**config.mk**
```make
export PLATFORM = sky130hd
export DESIGN_NAME = dma_fe_top
export DESIGN_NICKNAME = d
export VERILOG_FILES = /design/src/dma_fe_pkg.sv /design/src/dma_fe_decode.sv /design/src/dma_fe_id_gen.sv /design/src/dma_fe_job_fifo.sv /design/src/dma_fe_nd_expand.sv /design/src/dma_fe_rsp_spill.sv /design/src/dma_fe_top.sv
export VERILOG_INCLUDE_DIRS = /design/src /design/src/include
export SDC_FILE = /design/constraint.sdc
export NUM_CORES = 2
export LEC_CHECK = 0
export ABC_AREA = 1
export BUFFER_PORTS_ARGS = -buffer_cell sky130_fd_sc_hd__buf_4
export CELL_PAD_IN_SITES_DETAIL_PLACEMENT = 0
export CELL_PAD_IN_SITES_GLOBAL_PLACEMENT = 1
export CORE_ASPECT_RATIO = 1.75
export CORE_MARGIN = 5
export CORE_UTILIZATION = 44
export CTS_CLUSTER_DIAMETER = 200
export CTS_CLUSTER_SIZE = 10
export DETAILED_ROUTE_END_ITERATION = 8
export GPL_ROUTABILITY_DRIVEN = 0
export PLACE_DENSITY_LB_ADDON = 0.08
export SETUP_SLACK_MARGIN = 0.1
export SYNTH_ARGS = -nofsm -noshare
export SYNTH_HDL_FRONTEND = slang
export SYNTH_HIERARCHICAL = 1
export SYNTH_SLANG_ARGS = --single-unit
```
**constraint.sdc**
```tcl
create_clock -name clk_i -period 17.2 [get_ports clk_i]
set_input_delay 2.58 -clock clk_i [delete_from_list [all_inputs] [get_ports clk_i]]
set_output_delay 2.58 -clock clk_i [all_outputs]
set_load 0.1 [all_outputs]
```
**src/include/dma_fe_consts.svh**
```systemverilog
// -----------------------------------------------
// dma frontend constants
// widths of the accelerator port and transfer
// ids, depth of the job queue
// -----------------------------------------------

`ifndef DMA_FE_CONSTS_SVH
`define DMA_FE_CONSTS_SVH

// addresses, lengths, strides and repetitions
`define DMA_FE_ADDR_W 32

// transfer ids and response data
`define DMA_FE_ID_W 32

// request tag echoed back in each response
`define DMA_FE_TAG_W 5

// jobs held between decoder and expander
`define DMA_FE_FIFO_DEPTH 3

`endif

```
**src/dma_fe_pkg.sv**
```systemverilog
// -----------------------------------------------
// dma frontend types
// opcodes, states and the packed request, response
// and job records shared by the frontend blocks
// -----------------------------------------------

`include "dma_fe_consts.svh"

package dma_fe_pkg;

    typedef enum logic [2:0] {
        OP_SRC  = 3'd0,
        OP_DST  = 3'd1,
        OP_STR  = 3'd2,
        OP_REP  = 3'd3,
        OP_CPY  = 3'd4,
        OP_STAT = 3'd5
    } dma_op_e;

    // selector carried in argb[1:0] of a status read
    typedef enum logic [1:0] {
        STAT_COMPLETED = 2'd0,
        STAT_NEXT      = 2'd1,
        STAT_BUSY      = 2'd2,
        STAT_FULL      = 2'd3
    } stat_sel_e;

    typedef enum logic [1:0] {
        EXP_IDLE  = 2'd0,
        EXP_ISSUE = 2'd1,
        EXP_DRAIN = 2'd2
    } exp_state_e;

    typedef struct packed {
        logic [`DMA_FE_TAG_W-1:0]  tag;
        dma_op_e                   op;
        logic [`DMA_FE_ADDR_W-1:0] arga;
        logic [`DMA_FE_ADDR_W-1:0] argb;
    } acc_req_t;

    typedef struct packed {
        logic [`DMA_FE_TAG_W-1:0] tag;
        logic [`DMA_FE_ID_W-1:0]  data;
    } acc_rsp_t;

    typedef struct packed {
        logic [`DMA_FE_ADDR_W-1:0] src;
        logic [`DMA_FE_ADDR_W-1:0] dst;
        logic [`DMA_FE_ADDR_W-1:0] len;
    } burst_req_t;

    // one row request plus the second dimension
    typedef struct packed {
        burst_req_t                burst;
        logic [`DMA_FE_ADDR_W-1:0] src_stride;
        logic [`DMA_FE_ADDR_W-1:0] dst_stride;
        logic [`DMA_FE_ADDR_W-1:0] reps;
    } nd_job_t;

endpackage

```
**src/dma_fe_decode.sv**
```systemverilog
// -----------------------------------------------
// dma instruction decoder
// stages job fields, pushes copies into the queue
// and composes copy and status responses
// -----------------------------------------------

`include "dma_fe_consts.svh"

module dma_fe_decode (
    input  logic                    clk_i,
    input  logic                    rst_n_i,
    input  dma_fe_pkg::acc_req_t    acc_req_i,
    input  logic                    acc_req_valid_i,
    output logic                    acc_req_ready_o,
    input  logic                    spill_ready_i,
    output dma_fe_pkg::acc_rsp_t    rsp_o,
    output logic                    rsp_valid_o,
    input  logic                    fifo_full_i,
    output logic                    push_o,
    output dma_fe_pkg::nd_job_t     job_o,
    input  logic [`DMA_FE_ID_W-1:0] next_id_i,
    input  logic [`DMA_FE_ID_W-1:0] completed_id_i,
    input  logic                    busy_i
);
    import dma_fe_pkg::*;

    nd_job_t   staged_q;
    nd_job_t   staged_d;
    stat_sel_e stat_sel;
    logic      twod;

    assign stat_sel = stat_sel_e'(acc_req_i.argb[1:0]);
    assign twod     = acc_req_i.argb[1];

    // -----------------------------------------------
    // opcode decode
    // -----------------------------------------------
    always_comb begin
        staged_d        = staged_q;
        acc_req_ready_o = 1'b0;
        rsp_valid_o     = 1'b0;
        push_o          = 1'b0;
        rsp_o.tag       = acc_req_i.tag;
        rsp_o.data      = '0;

        if (acc_req_valid_i) begin
            case (acc_req_i.op)
                OP_SRC: begin
                    staged_d.burst.src = acc_req_i.arga;
                    acc_req_ready_o    = 1'b1;
                end
                OP_DST: begin
                    staged_d.burst.dst = acc_req_i.arga;
                    acc_req_ready_o    = 1'b1;
                end
                OP_STR: begin
                    staged_d.src_stride = acc_req_i.arga;
                    staged_d.dst_stride = acc_req_i.argb;
                    acc_req_ready_o     = 1'b1;
                end
                OP_REP: begin
                    staged_d.reps   = acc_req_i.arga;
                    acc_req_ready_o = 1'b1;
                end
                OP_CPY: begin
                    // answer with the id this copy is about to take
                    rsp_o.data = next_id_i;
                    if (spill_ready_i && !fifo_full_i) begin
                        push_o          = 1'b1;
                        rsp_valid_o     = 1'b1;
                        acc_req_ready_o = 1'b1;
                    end
                end
                OP_STAT: begin
                    case (stat_sel)
                        STAT_COMPLETED: rsp_o.data = completed_id_i;
                        STAT_NEXT:      rsp_o.data = next_id_i;
                        STAT_BUSY:      rsp_o.data = {{(`DMA_FE_ID_W-1){1'b0}}, busy_i};
                        STAT_FULL:      rsp_o.data = {{(`DMA_FE_ID_W-1){1'b0}}, fifo_full_i};
                        default:        rsp_o.data = '0;
                    endcase
                    if (spill_ready_i) begin
                        rsp_valid_o     = 1'b1;
                        acc_req_ready_o = 1'b1;
                    end
                end
                // unknown opcodes stay unaccepted
                default: ;
            endcase
        end
    end

    // queued job, length from the copy itself
    always_comb begin
        job_o           = staged_q;
        job_o.burst.len = acc_req_i.arga;
        if (!twod || staged_q.reps == '0) begin
            job_o.reps = `DMA_FE_ADDR_W'(1);
        end
    end

    // staged job registers
    always_ff @(posedge clk_i) begin
        if (!rst_n_i) begin
            staged_q <= '0;
        end else begin
            staged_q <= staged_d;
        end
    end

endmodule

```
**src/dma_fe_id_gen.sv**
```systemverilog
// -----------------------------------------------
// transfer id counters
// next id steps on issue, completed id on retire
// -----------------------------------------------

`include "dma_fe_consts.svh"

module dma_fe_id_gen (
    input  logic                    clk_i,
    input  logic                    rst_n_i,
    input  logic                    issue_i,
    input  logic                    retire_i,
    output logic [`DMA_FE_ID_W-1:0] next_id_o,
    output logic [`DMA_FE_ID_W-1:0] completed_id_o
);

    // id 0 means nothing completed yet
    always_ff @(posedge clk_i) begin
        if (!rst_n_i) begin
            next_id_o      <= `DMA_FE_ID_W'(1);
            completed_id_o <= '0;
        end else begin
            if (issue_i) begin
                next_id_o <= next_id_o + 1'b1;
            end
            if (retire_i) begin
                completed_id_o <= completed_id_o + 1'b1;
            end
        end
    end

endmodule

```
**src/dma_fe_job_fifo.sv**
```systemverilog
// -----------------------------------------------
// job queue
// circular buffer of started jobs in front of the
// nd expander
// -----------------------------------------------

`include "dma_fe_consts.svh"

module dma_fe_job_fifo (
    input  logic                clk_i,
    input  logic                rst_n_i,
    input  logic                push_i,
    input  dma_fe_pkg::nd_job_t job_i,
    output logic                full_o,
    input  logic                pop_i,
    output dma_fe_pkg::nd_job_t job_o,
    output logic                valid_o
);
    import dma_fe_pkg::*;

    localparam int unsigned Depth = `DMA_FE_FIFO_DEPTH;
    localparam int unsigned PtrW  = (Depth > 1) ? $clog2(Depth) : 1;
    localparam int unsigned CntW  = $clog2(Depth + 1);

    nd_job_t         mem_q [Depth];
    logic [PtrW-1:0] wr_ptr_q;
    logic [PtrW-1:0] rd_ptr_q;
    logic [CntW-1:0] count_q;
    logic            do_push;
    logic            do_pop;

    function automatic logic [PtrW-1:0] ptr_step(input logic [PtrW-1:0] ptr);
        return (ptr == PtrW'(Depth - 1)) ? '0 : ptr + 1'b1;
    endfunction

    assign full_o  = (count_q == CntW'(Depth));
    assign valid_o = (count_q != '0);
    assign job_o   = mem_q[rd_ptr_q];
    assign do_push = push_i && !full_o;
    assign do_pop  = pop_i && valid_o;

    always_ff @(posedge clk_i) begin
        if (!rst_n_i) begin
            wr_ptr_q <= '0;
            rd_ptr_q <= '0;
            count_q  <= '0;
        end else begin
            if (do_push) begin
                wr_ptr_q <= ptr_step(wr_ptr_q);
            end
            if (do_pop) begin
                rd_ptr_q <= ptr_step(rd_ptr_q);
            end
            count_q <= count_q + CntW'(do_push) - CntW'(do_pop);
        end
    end

    // storage
    always_ff @(posedge clk_i) begin
        if (do_push) begin
            mem_q[wr_ptr_q] <= job_i;
        end
    end

endmodule

```
**src/dma_fe_nd_expand.sv**
```systemverilog
// -----------------------------------------------
// two-dimensional expander
// turns a job into one burst per row and retires
// it once every row has reported done
// -----------------------------------------------

`include "dma_fe_consts.svh"

module dma_fe_nd_expand (
    input  logic                   clk_i,
    input  logic                   rst_n_i,
    input  dma_fe_pkg::nd_job_t    job_i,
    input  logic                   job_valid_i,
    output logic                   pop_o,
    output dma_fe_pkg::burst_req_t burst_req_o,
    output logic                   burst_req_valid_o,
    input  logic                   burst_req_ready_i,
    input  logic                   burst_done_i,
    output logic                   retire_o,
    output logic                   busy_o
);
    import dma_fe_pkg::*;

    exp_state_e                state_q;
    exp_state_e                state_d;
    burst_req_t                row_q;
    logic [`DMA_FE_ADDR_W-1:0] src_stride_q;
    logic [`DMA_FE_ADDR_W-1:0] dst_stride_q;
    logic [`DMA_FE_ADDR_W-1:0] reps_q;
    logic [`DMA_FE_ADDR_W-1:0] issued_q;
    logic [`DMA_FE_ADDR_W-1:0] done_q;
    logic                      row_accept;
    logic                      row_last;
    logic                      done_last;

    assign row_accept = burst_req_valid_o && burst_req_ready_i;
    assign row_last   = (issued_q == reps_q - 1'b1);
    assign done_last  = (done_q == reps_q - 1'b1);

    assign pop_o             = (state_q == EXP_IDLE) && job_valid_i;
    assign burst_req_o       = row_q;
    assign burst_req_valid_o = (state_q == EXP_ISSUE);
    assign retire_o          = (state_q == EXP_DRAIN) && burst_done_i && done_last;
    // queued jobs count as busy too
    assign busy_o            = (state_q != EXP_IDLE) || job_valid_i;

    always_comb begin
        state_d = state_q;
        case (state_q)
            EXP_IDLE:  if (job_valid_i) state_d = EXP_ISSUE;
            EXP_ISSUE: if (row_accept && row_last) state_d = EXP_DRAIN;
            EXP_DRAIN: if (retire_o) state_d = EXP_IDLE;
            default:   state_d = EXP_IDLE;
        endcase
    end

    // -----------------------------------------------
    // state and row / done counters
    // -----------------------------------------------
    always_ff @(posedge clk_i) begin
        if (!rst_n_i) begin
            state_q  <= EXP_IDLE;
            issued_q <= '0;
            done_q   <= '0;
        end else begin
            state_q <= state_d;
            if (pop_o) begin
                issued_q <= '0;
                done_q   <= '0;
            end else begin
                if (row_accept) begin
                    issued_q <= issued_q + 1'b1;
                end
                // dones for early rows may come while still issuing
                if (burst_done_i) begin
                    done_q <= done_q + 1'b1;
                end
            end
        end
    end

    // address accumulators, step by stride per row
    always_ff @(posedge clk_i) begin
        if (pop_o) begin
            row_q        <= job_i.burst;
            src_stride_q <= job_i.src_stride;
            dst_stride_q <= job_i.dst_stride;
            reps_q       <= job_i.reps;
        end else if (row_accept) begin
            row_q.src <= row_q.src + src_stride_q;
            row_q.dst <= row_q.dst + dst_stride_q;
        end
    end

endmodule

```
**src/dma_fe_rsp_spill.sv**
```systemverilog
// -----------------------------------------------
// response spill buffer
// two slots, registered ready, keeps order
// -----------------------------------------------

module dma_fe_rsp_spill (
    input  logic                 clk_i,
    input  logic                 rst_n_i,
    input  dma_fe_pkg::acc_rsp_t rsp_i,
    input  logic                 valid_i,
    output logic                 ready_o,
    output dma_fe_pkg::acc_rsp_t rsp_o,
    output logic                 valid_o,
    input  logic                 ready_i
);
    import dma_fe_pkg::*;

    acc_rsp_t a_data_q;
    acc_rsp_t b_data_q;
    logic     a_full_q;
    logic     b_full_q;
    logic     a_fill;
    logic     a_drain;
    logic     b_fill;
    logic     b_drain;

    // slot b holds the older entry whenever it is full
    assign a_fill  = valid_i && ready_o;
    assign a_drain = a_full_q && !b_full_q;
    assign b_fill  = a_drain && !ready_i;
    assign b_drain = b_full_q && ready_i;

    assign ready_o = !a_full_q || !b_full_q;
    assign valid_o = a_full_q || b_full_q;
    assign rsp_o   = b_full_q ? b_data_q : a_data_q;

    always_ff @(posedge clk_i) begin
        if (!rst_n_i) begin
            a_full_q <= 1'b0;
            b_full_q <= 1'b0;
        end else begin
            if (a_fill) begin
                a_full_q <= 1'b1;
            end else if (a_drain) begin
                a_full_q <= 1'b0;
            end
            if (b_fill) begin
                b_full_q <= 1'b1;
            end else if (b_drain) begin
                b_full_q <= 1'b0;
            end
        end
    end

    always_ff @(posedge clk_i) begin
        if (a_fill) begin
            a_data_q <= rsp_i;
        end
        if (b_fill) begin
            b_data_q <= a_data_q;
        end
    end

endmodule

```
**src/dma_fe_top.sv**
```systemverilog
// -----------------------------------------------
// tightly coupled dma frontend
// accelerator port in, row bursts out
// -----------------------------------------------

`include "dma_fe_consts.svh"

module dma_fe_top (
    input  logic                   clk_i,
    input  logic                   rst_n_i,
    input  dma_fe_pkg::acc_req_t   acc_req_i,
    input  logic                   acc_req_valid_i,
    output logic                   acc_req_ready_o,
    output dma_fe_pkg::acc_rsp_t   acc_rsp_o,
    output logic                   acc_rsp_valid_o,
    input  logic                   acc_rsp_ready_i,
    output dma_fe_pkg::burst_req_t burst_req_o,
    output logic                   burst_req_valid_o,
    input  logic                   burst_req_ready_i,
    input  logic                   burst_done_i,
    output logic                   busy_o
);
    import dma_fe_pkg::*;

    // decoder to spill buffer
    acc_rsp_t rsp;
    logic     rsp_valid;
    logic     spill_ready;

    // job queue
    nd_job_t  push_job;
    nd_job_t  pop_job;
    logic     push;
    logic     pop;
    logic     fifo_full;
    logic     fifo_valid;

    // transfer ids
    logic                    retire;
    logic [`DMA_FE_ID_W-1:0] next_id;
    logic [`DMA_FE_ID_W-1:0] completed_id;

    // -----------------------------------------------
    // decode and response path
    // -----------------------------------------------
    dma_fe_decode i_decode (
        .clk_i           ( clk_i           ),
        .rst_n_i         ( rst_n_i         ),
        .acc_req_i       ( acc_req_i       ),
        .acc_req_valid_i ( acc_req_valid_i ),
        .acc_req_ready_o ( acc_req_ready_o ),
        .spill_ready_i   ( spill_ready     ),
        .rsp_o           ( rsp             ),
        .rsp_valid_o     ( rsp_valid       ),
        .fifo_full_i     ( fifo_full       ),
        .push_o          ( push            ),
        .job_o           ( push_job        ),
        .next_id_i       ( next_id         ),
        .completed_id_i  ( completed_id    ),
        .busy_i          ( busy_o          )
    );

    dma_fe_rsp_spill i_rsp_spill (
        .clk_i   ( clk_i           ),
        .rst_n_i ( rst_n_i         ),
        .rsp_i   ( rsp             ),
        .valid_i ( rsp_valid       ),
        .ready_o ( spill_ready     ),
        .rsp_o   ( acc_rsp_o       ),
        .valid_o ( acc_rsp_valid_o ),
        .ready_i ( acc_rsp_ready_i )
    );

    // a push is the issue of a new id
    dma_fe_id_gen i_id_gen (
        .clk_i          ( clk_i        ),
        .rst_n_i        ( rst_n_i      ),
        .issue_i        ( push         ),
        .retire_i       ( retire       ),
        .next_id_o      ( next_id      ),
        .completed_id_o ( completed_id )
    );

    // -----------------------------------------------
    // job queue and burst expansion
    // -----------------------------------------------
    dma_fe_job_fifo i_job_fifo (
        .clk_i   ( clk_i      ),
        .rst_n_i ( rst_n_i    ),
        .push_i  ( push       ),
        .job_i   ( push_job   ),
        .full_o  ( fifo_full  ),
        .pop_i   ( pop        ),
        .job_o   ( pop_job    ),
        .valid_o ( fifo_valid )
    );

    dma_fe_nd_expand i_nd_expand (
        .clk_i             ( clk_i             ),
        .rst_n_i           ( rst_n_i           ),
        .job_i             ( pop_job           ),
        .job_valid_i       ( fifo_valid        ),
        .pop_o             ( pop               ),
        .burst_req_o       ( burst_req_o       ),
        .burst_req_valid_o ( burst_req_valid_o ),
        .burst_req_ready_i ( burst_req_ready_i ),
        .burst_done_i      ( burst_done_i      ),
        .retire_o          ( retire            ),
        .busy_o            ( busy_o            )
    );

endmodule
```
==> key figures <==
Run status
  – Status: complete, no violations

Floorplanning
  – Ports: 215
  – Initial Util: 44.2%
  – Die Ht: 463 um
  – Core Area: 0.117 sq mm
  – Die ar.: 0.125 sq mm
  – Die width: 269 um
  – Site Rows: 166

Job
  – Max-Cap Viols: 0

Route
  – Via density per instance: 5.28
  – Final WL: 151 mm
  – Routed Antenna Nets: 0
  – Pre-Repair DR Iteration Count: 8
  – DRC errors left: 0
  – Wirelength per Cell: 21.4 um
  – Vias: 37200
  – 1st-iter DRT viols: 2596

Clocking
  – Worst-Skew Late Latency: 0.76 ns
  – Total CTS buffers: 132
  – Num Clock Sinks: 1142
  – CTS resizes: 0
  – CTS root buf: clkbuf_16
  – CTS tree: yes
  – H-tree levels: 4
  – Hold-fix buffers, CTS: 0
  – Post-CTS setup buffer count: 0
  – Max clock buf depth: 3
  – Clk slew on worst S/H paths: 0.06 ns

Final layout
  – Fin util: 48.9%
  – Final Net Count: 5568
  – Sequential cell area: 0.0313 sq mm
  – Share of cells above drive strength 1: 10.0%
  – FILL cells: 11000
  – Syn-to-layout area delta: 10.6%
  – Multi-input gate area: 0.0169 sq mm

Power
  – Pwr/cell area: 106 mW/mm^2
  – Leakage: 21.7 nW
  – Max IR drop VDD: 0.0778 mV

Timing
  – Rel. slew slack: 19.2%
  – Max Clk Rate: 145 MHz
  – # setup viols final: 0
  – Post-route setup TNS: 0 ns
  – RSZ-0062 raised after global routing: no
  – Fin crit share: 40.0%
  – Minimum clock period: 6.89 ns
  – Max-slew violations: 0
  – Fin. Hold Viols: 0
  – Least-Margin Pin Slew: 1.21 ns
  – Worst Skew: 0.0306 ns

Synthesis
  – Syn nets: 5545
  – Mapped Cells: 5396
  – Synth top area share: 48.9%
  – Yosys warnings: 6
  – Unique cell type count in the Yosys netlist: 61
  – Syn avg cell area: 9.58 sq um
  – Synth area leaders: edfxtp_1 49%, dfxtp_1 12%, nand2_1 8.3%
  – Mapped Area: 0.0517 sq mm
  – FF+latch count, synth: 1142
  – Predominant post-synthesis flop cell: edfxtp_1
  – Post-synth EDFFs: 842
  – Seq/Total Area, Yosys: 60.5%
  – Ys async rst share: 0%
  – Post-synth top area cell: edfxtp_1

Global routing
  – Largest net degree at the start of global routing: 141
  – Antenna violations before repair: 7
  – Vias in the first global route: 37100
  – First-pass GRT wire length: 226 mm
  – Total GRT Usage: 23.7%
  – Total grt overflow: 0

Worst setup path
  – Req. time, crit path: 14.62 ns
  – CP arrival: 4.31 ns
  – Crit Path Category: input pin to output pin
  – Max Fanout on Critical Path: 35
  – CP Capture Type: output pin
  – Critical path launch point type: input pin
  – R2R cell count: 20

Placement
  – DPL Wire Length: 98.5 mm
  – Port Buffers: 214

Min path
  – Worst hold path cell count: 0
  – Min-delay worst type: register to register
## synthesized netlist by cell type (14+ instances only)
library cell,instances
a21oi_1,605
buf_2,112
buf_4,175
clkbuf_1,55
dfxtp_1,300
edfxtp_1,842
ha_1,69
inv_1,329
inv_2,18
nand2_1,1143
nand2_2,14
nand3_1,224
nand3b_1,17
nand4_1,59
nor2_1,796
nor2_2,30
nor2_4,22
nor3_1,92
o21ai_0,216
o21ai_1,53
o21bai_1,17
or2_2,30
xor2_1,35
## final cells by class
class,count,area share [%]
clock buffers,223,6.48
clock inverters,11,0.241
well taps,1512,3.31
multi-input cells,3543,29.5
inverters,350,2.35
repair buffers,250,3.35
flip-flops and latches,1142,54.7
diodes,2,0.00875
## placed cells by master (no fill, tap or decap), types with 6 or more instances in the layout
cell type / count
nor2_4: 23
nor3_1: 91
nand2_4: 9
nor2_1: 794
a21oi_1: 604
o21a_1: 6
ha_1: 69
nand3_1: 224
o21bai_1: 17
nor3b_1: 6
edfxtp_1: 842
buf_4: 246
inv_6: 9
o31ai_1: 6
o21ai_0: 216
clkbuf_16: 135
nand3b_1: 17
nor2_2: 31
xor2_1: 35
inv_2: 17
or2_2: 30
nand4_1: 59
xnor2_1: 9
a31oi_1: 12
a21o_1: 12
nand2_1: 1142
nor4_1: 12
clkbuf_1: 88
o21ai_1: 53
inv_1: 325
nand3_2: 6
nand2_2: 14
dfxtp_1: 297
## path summary, 6_finish.rpt
path,from,slack [ns],to
hold reg to reg,i_rsp_spill/a_data_q[4],0.45,i_rsp_spill/b_data_q[4]
setup / recovery,acc_req_valid_i,10.31,acc_req_ready_o
hold / removal,i_rsp_spill/a_data_q[4],0.45,i_rsp_spill/b_data_q[4]
setup reg to reg,i_nd_expand/reps_q[0],12.83,i_id_gen/completed_id_o[18]
## sequential cells by signal (all words and copies together), names as in the netlist, named ones only
signal,count
i_nd_expand/reps_q,32
i_id_gen/next_id_o,32
i_job_fifo/mem_q,576
i_job_fifo/count_q,2
i_nd_expand/done_q,32
i_job_fifo/wr_ptr_q,2
i_rsp_spill/a_data_q,37
i_nd_expand/issued_q,32
i_rsp_spill/b_data_q,37
i_decode/job_o,128
i_nd_expand/state_q,2
i_rsp_spill/b_full_q,1
i_job_fifo/rd_ptr_q,2
i_nd_expand/burst_req_o,96
i_rsp_spill/a_full_q,1
i_nd_expand/dst_stride_q,32
i_nd_expand/src_stride_q,32
i_id_gen/completed_id_o,32
i_decode/staged_q,32
## power by group
group	internal (W)	total, W	switching (W)	leakage (nW)
sequential	0.00301	0.00304	0.0000342	10.1
combinational	0.000114	0.000455	0.000341	9.75
clock	0.00147	0.00257	0.00110	1.83
total	0.00459	0.00606	0.00148	21.7
## layer usage
layer / wire length (um) / global-route usage (%) / vias up
met3: 6330 / 3.46 / 209
met1: 60700 / 29.2 / 17900
li1: - / - / 18200
met4: 4870 / 7.39 / 2
met2: 78700 / 42.7 / 856
met5: 13 / 0 / -
## through the flow
step	total power (W)	setup slack, ns	hold WS (ns)	std cells	instance area (sq um)
CTS	0.00614	10.29	0.449	7031	57200
detailed placement	0.00355	10.31	0.437	6797	53300
floorplan	0.00342	5.76	0.427	5396	51700
global route	0.00628	10.17	0.463	7032	57200
global placement	0.00355	10.25	0.431	6797	53300
finish	0.00606	10.31	0.450	7033	57200
## worst max-delay path: stages
cell and delay (ns):
buf_4 0.10, clkinv_1 0.80, a31oi_1 0.46, buf_4 0.35
## logic make-up (layout without fill, tap and decap cells)
| logic type | after synthesis | in the layout | synth area share (%) |
|---|---|---|---|
| AOI/OAI and AO/OA | 945 | 945 | 9.49 |
| xor gates and xnor gates | 48 | 48 | 0.898 |
| adders and majority gates | 71 | 71 | 1.75 |
| buffers and inverters | 711 | 834 | 6.87 |
| DFF | 1142 | 1142 | 60.5 |
| other | 0 | 2 | 0 |
| and+or+nand+nor | 2479 | 2479 | 20.5 |
(Power assumes the default switching activity.)
